$ cat src/fetch_ctl_pkg.sv
// Covers only the opcodes fetch control cares about; exception codes follow the RISC-V mcause encoding
package fetch_ctl_pkg;

	// Instruction word and field widths
	localparam int unsigned ILEN       = 32;
	localparam int unsigned OPCODE_LEN = 7;
	localparam int unsigned FUNCT3_LEN = 3;
	localparam int unsigned FUNCT7_LEN = 7;

	// Major opcodes seen by the classifier
	typedef enum logic [OPCODE_LEN-1:0] {
		OPC_LOAD     = 7'b0000011,
		OPC_MISC_MEM = 7'b0001111,
		OPC_BRANCH   = 7'b1100011,
		OPC_SYSTEM   = 7'b1110011
	} opcode_t;

	// Minor opcode fields
	localparam logic [FUNCT3_LEN-1:0] FUNCT3_FENCE      = 3'b000;
	localparam logic [FUNCT3_LEN-1:0] FUNCT3_FENCE_I    = 3'b001;
	localparam logic [FUNCT3_LEN-1:0] FUNCT3_PRIV       = 3'b000;
	localparam logic [FUNCT7_LEN-1:0] FUNCT7_SFENCE_VMA = 7'b0001001;

	// Classes the control FSM reacts to
	typedef enum logic [2:0] {
		CLS_OTHER      = 3'd0,
		CLS_BRANCH     = 3'd1,
		CLS_LOAD       = 3'd2,
		CLS_FENCE      = 3'd3,
		CLS_FENCE_I    = 3'd4,
		CLS_SFENCE_VMA = 3'd5
	} instr_class_t;

	// Exception cause, zero value is the reset cause
	typedef enum logic [3:0] {
		EXC_INSTR_MISALIGNED = 4'd0,
		EXC_INSTR_FAULT      = 4'd1,
		EXC_ILLEGAL_INSTR    = 4'd2,
		EXC_BREAKPOINT       = 4'd3,
		EXC_LOAD_MISALIGNED  = 4'd4,
		EXC_LOAD_FAULT       = 4'd5,
		EXC_STORE_MISALIGNED = 4'd6,
		EXC_STORE_FAULT      = 4'd7,
		EXC_ECALL            = 4'd8
	} except_code_t;

	// Control FSM states
	typedef enum logic [1:0] {
		ST_RESET  = 2'd0,
		ST_RUN    = 2'd1,
		ST_DRAIN  = 2'd2,
		ST_EXCEPT = 2'd3
	} ctl_state_t;

	// Fetch control bundle, 6 bits
	typedef struct packed {
		logic         stall;
		logic         flush;
		except_code_t cause;
	} ctl_out_t;

endpackage

$ cat src/instr_classifier.sv
// One cycle latency from instr_valid_i; class_o is only meaningful while class_valid_o is high
`timescale 1ns/1ps

module instr_classifier
	import fetch_ctl_pkg::*;
(
	input  logic            clk_i,
	input  logic            rst_n_i,
	input  logic            instr_valid_i,
	input  logic [ILEN-1:0] instr_i,
	output logic            class_valid_o,
	output instr_class_t    class_o
);

	// Instruction fields
	opcode_t               opcode;
	logic [FUNCT3_LEN-1:0] funct3;
	logic [FUNCT7_LEN-1:0] funct7;
	instr_class_t          class_d;
	logic                  valid_q;
	instr_class_t          class_q;

	assign opcode = opcode_t'(instr_i[OPCODE_LEN-1:0]);
	assign funct3 = instr_i[14 -: FUNCT3_LEN];
	assign funct7 = instr_i[ILEN-1 -: FUNCT7_LEN];

	// Decode into a class
	always_comb begin
		class_d = CLS_OTHER;
		case (opcode)
			OPC_BRANCH: class_d = CLS_BRANCH;
			OPC_LOAD:   class_d = CLS_LOAD;
			OPC_MISC_MEM: begin
				// Unlisted funct3 stays CLS_OTHER
				if (funct3 == FUNCT3_FENCE) begin
					class_d = CLS_FENCE;
				end else if (funct3 == FUNCT3_FENCE_I) begin
					class_d = CLS_FENCE_I;
				end
			end
			OPC_SYSTEM: begin
				// Only sfence.vma matters, ecall and CSR ops fall through
				if (funct3 == FUNCT3_PRIV && funct7 == FUNCT7_SFENCE_VMA) begin
					class_d = CLS_SFENCE_VMA;
				end
			end
			default: class_d = CLS_OTHER;
		endcase
	end

	// Valid strobe
	always_ff @(posedge clk_i or negedge rst_n_i) begin
		if (!rst_n_i) begin
			valid_q <= 1'b0;
		end else begin
			valid_q <= instr_valid_i;
		end
	end

	// Class payload, loaded only on a valid word
	always_ff @(posedge clk_i) begin
		if (instr_valid_i) begin
			class_q <= class_d;
		end
	end

	assign class_valid_o = valid_q;
	assign class_o       = class_q;

endmodule

$ cat src/except_tracker.sv
// Keeps only the first raise until acknowledged; a raise in the ack cycle becomes the new pending one
`timescale 1ns/1ps

module except_tracker
	import fetch_ctl_pkg::*;
(
	input  logic         clk_i,
	input  logic         rst_n_i,
	input  logic         except_raised_i,
	input  except_code_t except_code_i,
	input  logic         exc_ack_i,
	output logic         exc_pending_o,
	output except_code_t exc_code_o
);

	logic         pending_q;
	except_code_t code_q;
	logic         capture;

	// Free slot when idle or being acked this cycle
	assign capture = except_raised_i && (!pending_q || exc_ack_i);

	// Pending flag
	always_ff @(posedge clk_i or negedge rst_n_i) begin
		if (!rst_n_i) begin
			pending_q <= 1'b0;
		end else if (capture) begin
			pending_q <= 1'b1;
		end else if (exc_ack_i) begin
			pending_q <= 1'b0;
		end
	end

	// Cause of the first raise
	// Later raises in a burst leave this alone
	always_ff @(posedge clk_i) begin
		if (capture) begin
			code_q <= except_code_i;
		end
	end

	assign exc_pending_o = pending_q;
	assign exc_code_o    = code_q;

endmodule

$ cat src/cu_fsm.sv
// DRAIN_CYCLES must be at least 1; main stall freezes RUN and DRAIN, never the one-cycle ST_EXCEPT
`timescale 1ns/1ps

module cu_fsm
	import fetch_ctl_pkg::*;
#(
	parameter int unsigned DRAIN_CYCLES = 4
) (
	input  logic         clk_i,
	input  logic         rst_n_i,
	input  logic         main_cu_stall_i,
	input  logic         class_valid_i,
	input  instr_class_t class_i,
	input  logic         exc_pending_i,
	input  except_code_t exc_code_i,
	output logic         exc_ack_o,
	output ctl_out_t     ctl_o
);

	// Counter width of at least one bit
	localparam int unsigned CNT_W = (DRAIN_CYCLES > 1) ? $clog2(DRAIN_CYCLES) : 1;
	localparam logic [CNT_W-1:0] CNT_LOAD = CNT_W'(DRAIN_CYCLES - 1);

	ctl_state_t       state_q;
	ctl_state_t       state_d;
	logic [CNT_W-1:0] cnt_q;
	logic [CNT_W-1:0] cnt_d;
	logic             is_drain_cls;
	ctl_out_t         ctl_q;
	ctl_out_t         ctl_d;
	logic             ack_q;

	// Fences that need the pipe drained
	assign is_drain_cls = class_valid_i &&
		(class_i == CLS_FENCE_I || class_i == CLS_SFENCE_VMA);

	// Next state and drain counter
	always_comb begin
		state_d = state_q;
		cnt_d   = cnt_q;
		case (state_q)
			ST_RESET: begin
				state_d = ST_RUN;
			end
			ST_RUN: begin
				// Exceptions win over fences
				if (!main_cu_stall_i) begin
					if (exc_pending_i) begin
						state_d = ST_EXCEPT;
					end else if (is_drain_cls) begin
						state_d = ST_DRAIN;
						cnt_d   = CNT_LOAD;
					end
				end
			end
			ST_DRAIN: begin
				// Only cycles with main stall low count
				// Incoming classes are dropped here
				if (!main_cu_stall_i) begin
					if (exc_pending_i) begin
						state_d = ST_EXCEPT;
					end else if (cnt_q == '0) begin
						state_d = ST_RUN;
					end else begin
						cnt_d = cnt_q - 1'b1;
					end
				end
			end
			ST_EXCEPT: begin
				// Single flush cycle
				state_d = ST_RUN;
			end
			default: state_d = ST_RESET;
		endcase
	end

	// Outputs follow the next state, so they appear with it
	always_comb begin
		ctl_d       = ctl_q;
		ctl_d.stall = (state_d == ST_DRAIN);
		ctl_d.flush = (state_d == ST_EXCEPT);
		// Cause sampled on the way into ST_EXCEPT
		if (state_d == ST_EXCEPT) begin
			ctl_d.cause = exc_code_i;
		end
	end

	// State, counter and outputs
	always_ff @(posedge clk_i or negedge rst_n_i) begin
		if (!rst_n_i) begin
			state_q <= ST_RESET;
			cnt_q   <= '0;
			ctl_q   <= '{stall: 1'b0, flush: 1'b0, cause: EXC_INSTR_MISALIGNED};
			ack_q   <= 1'b0;
		end else begin
			state_q <= state_d;
			cnt_q   <= cnt_d;
			ctl_q   <= ctl_d;
			// Ack pulses with flush and clears the tracker at the next edge
			ack_q   <= (state_d == ST_EXCEPT);
		end
	end

	assign ctl_o     = ctl_q;
	assign exc_ack_o = ack_q;

endmodule

$ cat src/fetch_ctl_top.sv
// Fetch must not present instructions while ctl_o.stall is high; DRAIN_CYCLES must be at least 1
`timescale 1ns/1ps

module fetch_ctl_top
	import fetch_ctl_pkg::*;
#(
	parameter int unsigned DRAIN_CYCLES = 4
) (
	input  logic            clk_i,
	input  logic            rst_n_i,
	input  logic            instr_valid_i,
	input  logic [ILEN-1:0] instr_i,
	input  logic            main_cu_stall_i,
	input  logic            except_raised_i,
	input  except_code_t    except_code_i,
	output ctl_out_t        ctl_o
);

	// Classifier to FSM
	logic         class_valid;
	instr_class_t class_q;
	// Tracker and FSM handshake
	logic         exc_pending;
	except_code_t exc_code;
	logic         exc_ack;

	instr_classifier u_classifier (
		.clk_i         (clk_i),
		.rst_n_i       (rst_n_i),
		.instr_valid_i (instr_valid_i),
		.instr_i       (instr_i),
		.class_valid_o (class_valid),
		.class_o       (class_q)
	);

	except_tracker u_tracker (
		.clk_i           (clk_i),
		.rst_n_i         (rst_n_i),
		.except_raised_i (except_raised_i),
		.except_code_i   (except_code_i),
		.exc_ack_i       (exc_ack),
		.exc_pending_o   (exc_pending),
		.exc_code_o      (exc_code)
	);

	cu_fsm #(
		.DRAIN_CYCLES (DRAIN_CYCLES)
	) u_fsm (
		.clk_i           (clk_i),
		.rst_n_i         (rst_n_i),
		.main_cu_stall_i (main_cu_stall_i),
		.class_valid_i   (class_valid),
		.class_i         (class_q),
		.exc_pending_i   (exc_pending),
		.exc_code_i      (exc_code),
		.exc_ack_o       (exc_ack),
		.ctl_o           (ctl_o)
	);

endmodule

$ cat config.mk
export PLATFORM = sky130hd
export DESIGN_NAME = fetch_ctl_top
export DESIGN_NICKNAME = d
export VERILOG_FILES = /design/src/fetch_ctl_pkg.sv /design/src/instr_classifier.sv /design/src/except_tracker.sv /design/src/cu_fsm.sv /design/src/fetch_ctl_top.sv
export SDC_FILE = /design/constraint.sdc
export NUM_CORES = 1
export LEC_CHECK = 0
export ABC_AREA = 1
export BUFFER_PORTS_ARGS = -buffer_cell sky130_fd_sc_hd__buf_2
export CAP_MARGIN = 20
export CORE_UTILIZATION = 40
export CTS_CLUSTER_SIZE = 20
export DETAILED_ROUTE_END_ITERATION = 8
export GPL_TIMING_DRIVEN = 0
export PLACE_DENSITY = 0.68
export SLEW_MARGIN = 20
export SYNTH_ARGS = -nofsm -noshare
export SYNTH_HDL_FRONTEND = slang
export SYNTH_HIERARCHICAL = 1
export SYNTH_SLANG_ARGS = --single-unit
$ cat constraint.sdc
create_clock -name clk_i -period 1.6 [get_ports clk_i]
set_input_delay 0.08 -clock clk_i [delete_from_list [all_inputs] [get_ports clk_i]]
set_output_delay 0.08 -clock clk_i [all_outputs]
set_load 0.01 [all_outputs]
Word level (Yosys, flattened, before mapping)
Cells that the tools add are included.
{ "word_totals": {"in_bits": 41, "out_inout_bits": 6, "reg_bits": 19, "wordCells": 62} }
{ "op_classes": {"n_eq_ne": 19, "reduce_logical": 13, "n_mux": 20, "addsub": 1} }
{ "op_table": {"columns": ["cell", "count"], "rows": [
  ["$mux W2", 12],
  ["$eq A7 B4 Y1 const B", 2],
  ["$eq A7 B7 Y1 const B", 2],
  ["$pmux W3 S4", 1],
  ["$ne A2 B2 Y1 const B", 5],
  ["$mux W3", 3],
  ["$eq A2 B2 Y1 const B", 4],
  ["$eq A7 B2 Y1 const B", 1],
  ["$reduce_and A7 Y1", 1],
  ["$eq A3 B3 Y1 const B", 2],
  ["$pmux W2 S3", 1],
  ["$logic_not A2 Y1", 2],
  ["$pmux W2 S2", 1],
  ["$reduce_bool A2 Y1", 2],
  ["$eq A3 B1 Y1 const B", 1],
  ["$logic_and A1 B1 Y1", 3],
  ["$logic_not A3 Y1", 1],
  ["$eq A2 B1 Y1 const B", 1],
  ["$logic_or A1 B1 Y1", 2],
  ["$mux W1", 2],
  ["$ne A2 B1 Y1 const B", 1],
  ["$reduce_or A2 Y1", 1],
  ["$sub A2 B1 Y2 const B", 1],
  ["$logic_not A1 Y1", 1]
]} }

Logic depth before layout (Yosys ltp)
{ "depth": {"ltp_word": 8, "depth_mapped": 11, "depth_no_buf": 11} }

Cells and area by module
Netlist, hierarchy kept.
{ "modules_own_cells": {"columns": ["module", "area_per_inst_um2", "n_inst", "seq_area_each_um2", "cells_per_inst"], "rows": [
  ["cu_fsm", 570.5, 1, 250.2, 73],
  ["instr_classifier", 301.5, 1, 115.1, 44],
  ["except_tracker", 168.9, 1, 145.1, 10]
]} }

Worst setup path after synthesis
Ideal clock, no wire load.
{ "synth_timing": {"path_type": "flip-flop to flip-flop", "startpoint": "register u_fsm.state_q[1]", "endpoint": "register u_fsm.ctl_q, in the netlist u_fsm/ctl_o[0]", "setup_time_ns": 0.117, "path_stages_with_launch": 9, "period_less_slack_ns": 1.250, "arrival_time_ns": 1.133, "path_slack_ns": 0.350, "path_buffers": 0, "required_time_ns": 1.483, "cell_sequence": "dfrtp_1 -> inv_1 -> ha_1 -> inv_1 -> nand4_1 -> nand2_4 -> nand2_4 -> nand2_1 -> nand2_1"} }
{ "synth_between": {"elab_chain_len": 5, "word_cells_on_any_way": 13, "classes_between": "eq/ne (4); mux (7); reduce/logical (2)"} }
{ "synth_lines": {"columns": ["element", "line", "rtl"], "rows": [
  ["start, declared", "cu_fsm.sv:24", "ctl_state_t state_q;"],
  ["start signal, assigned", "cu_fsm.sv:96", "state_q <= state_d;"],
  ["$mux W2, on equally long branches", "cu_fsm.sv:62, cu_fsm.sv:50", null],
  ["$mux W2, on equally long branches", "cu_fsm.sv:60, cu_fsm.sv:48", null],
  ["$mux W2, on equally long branches", "cu_fsm.sv:59, cu_fsm.sv:47", null],
  ["$pmux W2 S3 *", "cu_fsm.sv:41", "case (state_q)"],
  ["via u_fsm.state_d[1]", "cu_fsm.sv:25", "ctl_state_t state_d;"],
  ["$eq A2 B2 Y1 *", "cu_fsm.sv:83", "if (state_d == ST_EXCEPT) begin"],
  ["end signal, assigned", "cu_fsm.sv:93", "ctl_q <= '{stall: 1'b0, flush: 1'b0, cause: EXC_INSTR_MISALIGNED};"],
  ["end signal, assigned", "cu_fsm.sv:98", "ctl_q <= ctl_d;"],
  ["end, declared", "cu_fsm.sv:29", "ctl_out_t ctl_q;"]
]} }
Mark *: on every way through the listed nets, which the timed path passes. The rest lies on a longest branch.
A chain may end at the register's enable or synchronous reset.

Worst setup path after layout
{ "layout_timing": {"startpoint": "register u_fsm.state_q[0]", "endpoint": "register u_fsm.cnt_q[0]"} }
{ "layout_between": {"elab_chain_len": 3, "word_cells_on_any_way": 11, "classes_between": "eq/ne (8); mux (1); reduce/logical (2)"} }
{ "layout_lines": {"columns": ["element", "line", "rtl"], "rows": [
  ["$eq A2 B2 Y1 / $eq A2 B1 Y1 (equally long branches)", "cu_fsm.sv:41", null],
  ["$ne A2 B2 Y1 (no line) (tied with other cells)", null, null],
  ["$reduce_and A7 Y1 (no line)", null, null],
  ["end signal, assigned", "cu_fsm.sv:97", "cnt_q <= cnt_d;"],
  ["end, declared", "cu_fsm.sv:26", "logic [CNT_W-1:0] cnt_q;"]
]} }
Parallel ways exist; a longest one is shown, timed or not.

==> impl_metrics.json <==
{
  "setup_violations": 0,
  "outcome": "completed",
  "p_per_area_nw_per_um2": 1351,
  "viasPerCell": 4.413,
  "diodes": 0,
  "gp_congestion": 0.7385,
  "worstPathCellList": "inv_1 -> ha_1 -> a21oi_1 -> o2111ai_1 -> nand2_1 -> o21ai_0",
  "setup.worst_path.end_class": "register",
  "core_um2": 2233,
  "area_growth_pct": 29.90,
  "power.leakage_uw": 0.0007063,
  "fin_crit_ns": 1.430,
  "max-slew-margin-rel": 0.8076,
  "cp_max_fo": 6,
  "clockRootBuffer": "clkbuf_4",
  "reg2reg_from": "u_fsm/state_q[0]$_DFF_PN0_",
  "die_x_um": 50.95,
  "cts_tree": "built",
  "num-nets-final": 202,
  "clock_sinks": 18,
  "cts.path.max_buffers": 2,
  "syn-cell-area_um2": 958.4,
  "path_clk_slew_ns": 0.10,
  "htree_levels": 1,
  "final_util": 0.5574,
  "min-delay-start": "instr_i[12]",
  "drive_above_1_share": 0.3077,
  "dpl-instance-area_um2": 1149,
  "cp_data_arrival_time_ns": 1.58,
  "ant_nets": 0,
  "vias": 812,
  "min_path_type": "input pin to register",
  "cap_violations": 0,
  "numCtsBuffers": 3,
  "yosys_warnings": 6,
  "crit_start": "u_fsm/state_q[0]$_DFF_PN0_",
  "dr.first_iter.drc_count": 6,
  "post_cts_buffers": 0,
  "post-dp-hpwl_um": 1267,
  "worst_slew_pin_slew_ns": 0.2883,
  "num_io_pins": 47,
  "timing.hold.ws_ns": 0.1574,
  "synth_area_per_cell_um2": 8.407,
  "timing.final.crit_share": 0.8936,
  "cts_resized": 0,
  "grt_use_total": 0.1444,
  "rows": 17,
  "skew_ns": 0.01126,
  "fin_area_um2": 1245,
  "irDropWorstVdd_mv": 0.8615,
  "fillerInstances": 218,
  "critPathMaxStageDelay_ns": 0.41,
  "grt_max_degree": 13,
  "synth_cells": 114,
  "worstPathRequired_ns": 1.75,
  "start_util": 0.4291,
  "io_buffers": 31,
  "synth_nets": 159,
  "grt_pass1_wl_um": 2801,
  "dr.pass1.iters": 4,
  "max_freq_mhz": 699.4,
  "insertion_delay_ns": 0.29,
  "die_h_um": 50.95,
  "wire_per_inst_um": 8.658,
  "cpMaxStageDelayCell": "dfrtp_1",
  "wl_um": 1593,
  "fp.dieArea_um2": 2596,
  "finalHoldViolCount": 0,
  "report.final.slew_viol_count": 0,
  "drc": 0,
  "first_global_vias": 703,
  "start_kind": "register",
  "grt_antenna_before_repair": 0,
  "grt_overflow": 0,
  "fin_setup_tns_ns": 0,
  "rsz0062_at_grt": "false",
  "critPathKind": "register to register"
}
## through the flow
step                      total power (uW)  cells  setup WS [ns]
after floorplan                       1251    114         0.3503
after global placement                1438    173         0.2409
after detailed placement              1467    173         0.2036
after CTS                             1699    184         0.1708
after global routing                  1839    184        0.04964
final                                 1682    184         0.1702
## worst paths after layout
check                                                     to  slack (ns)  depth (start not counted)
setup / recovery                  u_fsm/cnt_q[0]$_DFFE_PN0P_        0.17                          6
hold / removal             u_classifier/class_o[2]$_DFFE_PP_        0.16                          3
setup reg to reg                  u_fsm/cnt_q[0]$_DFFE_PN0P_        0.17                          6
hold reg to reg                   u_fsm/ctl_o[1]$_DFFE_PN0N_        0.48                          2
max in group asynchronous         u_fsm/ctl_o[0]$_DFFE_PN0N_        1.20                          2
min in group asynchronous           u_fsm/ctl_o[5]$_DFF_PN0_        0.18                          2
## routing by layer
layer,part of all wire,GRT usage,wire (um)
met4,0.0082,0.05556,13
met1,0.45,0.1820,722
met3,0.043,0.03869,69
met2,0.49,0.2346,786
met5,0,0,0
## cell usage in the layout (no fill, tap or decap), drive strengths merged, types with 2 or more instances in the layout
master       instances
edfxtp               6
dlygate4sd3          7
dfrtp               12
clkbuf               3
nand3                9
nand4                3
o21ai                3
nor2                10
nand2               38
a21oi                2
buf                 32
ha                   4
inv                 24
## registers in the layout (all words and copies together), names as in the netlist
register / count
u_classifier/class_o: 2
u_classifier/class_valid_o: 1
u_fsm/cnt_q: 2
u_fsm/ctl_o: 5
u_fsm/exc_ack_o: 1
u_fsm/state_q: 2
u_tracker/exc_code_o: 4
u_tracker/exc_pending_o: 1
## where the power goes
group / switching, uW / internal [uW]
sequential: 90.0 / 622
clock: 128 / 90.5
combinational: 455 / 296
## worst max-delay path: cells and delay by family, from the launching register on
kind                       cells  cell delay (ns)
AOI/OAI and AO/OA              3             0.44
DFF                            1             0.41
adders and majority gates      1             0.27
and+or+nand+nor                1             0.09
buffers and inverters          1             0.08
## area by class of cell
type,count,area [um2],area share
plain buffers,1,7.507,0.006030
clock buffers,3,22.52,0.01809
clock inverters,1,3.754,0.003015
inverters,24,90.09,0.07236
multi-input cells,71,380.4,0.3055
flip-flops and latches,18,480.5,0.3859
well taps,28,35.03,0.02814
repair buffers,38,225.2,0.1809
## timing repair
item / in CTS / in global routing
hold buffers: 7 / 0
endpoints found under the setup margin: 0 / 0
endpoints found under the hold margin: 18 / 0
No activity file was read; power rests on OpenSTA's default activity.
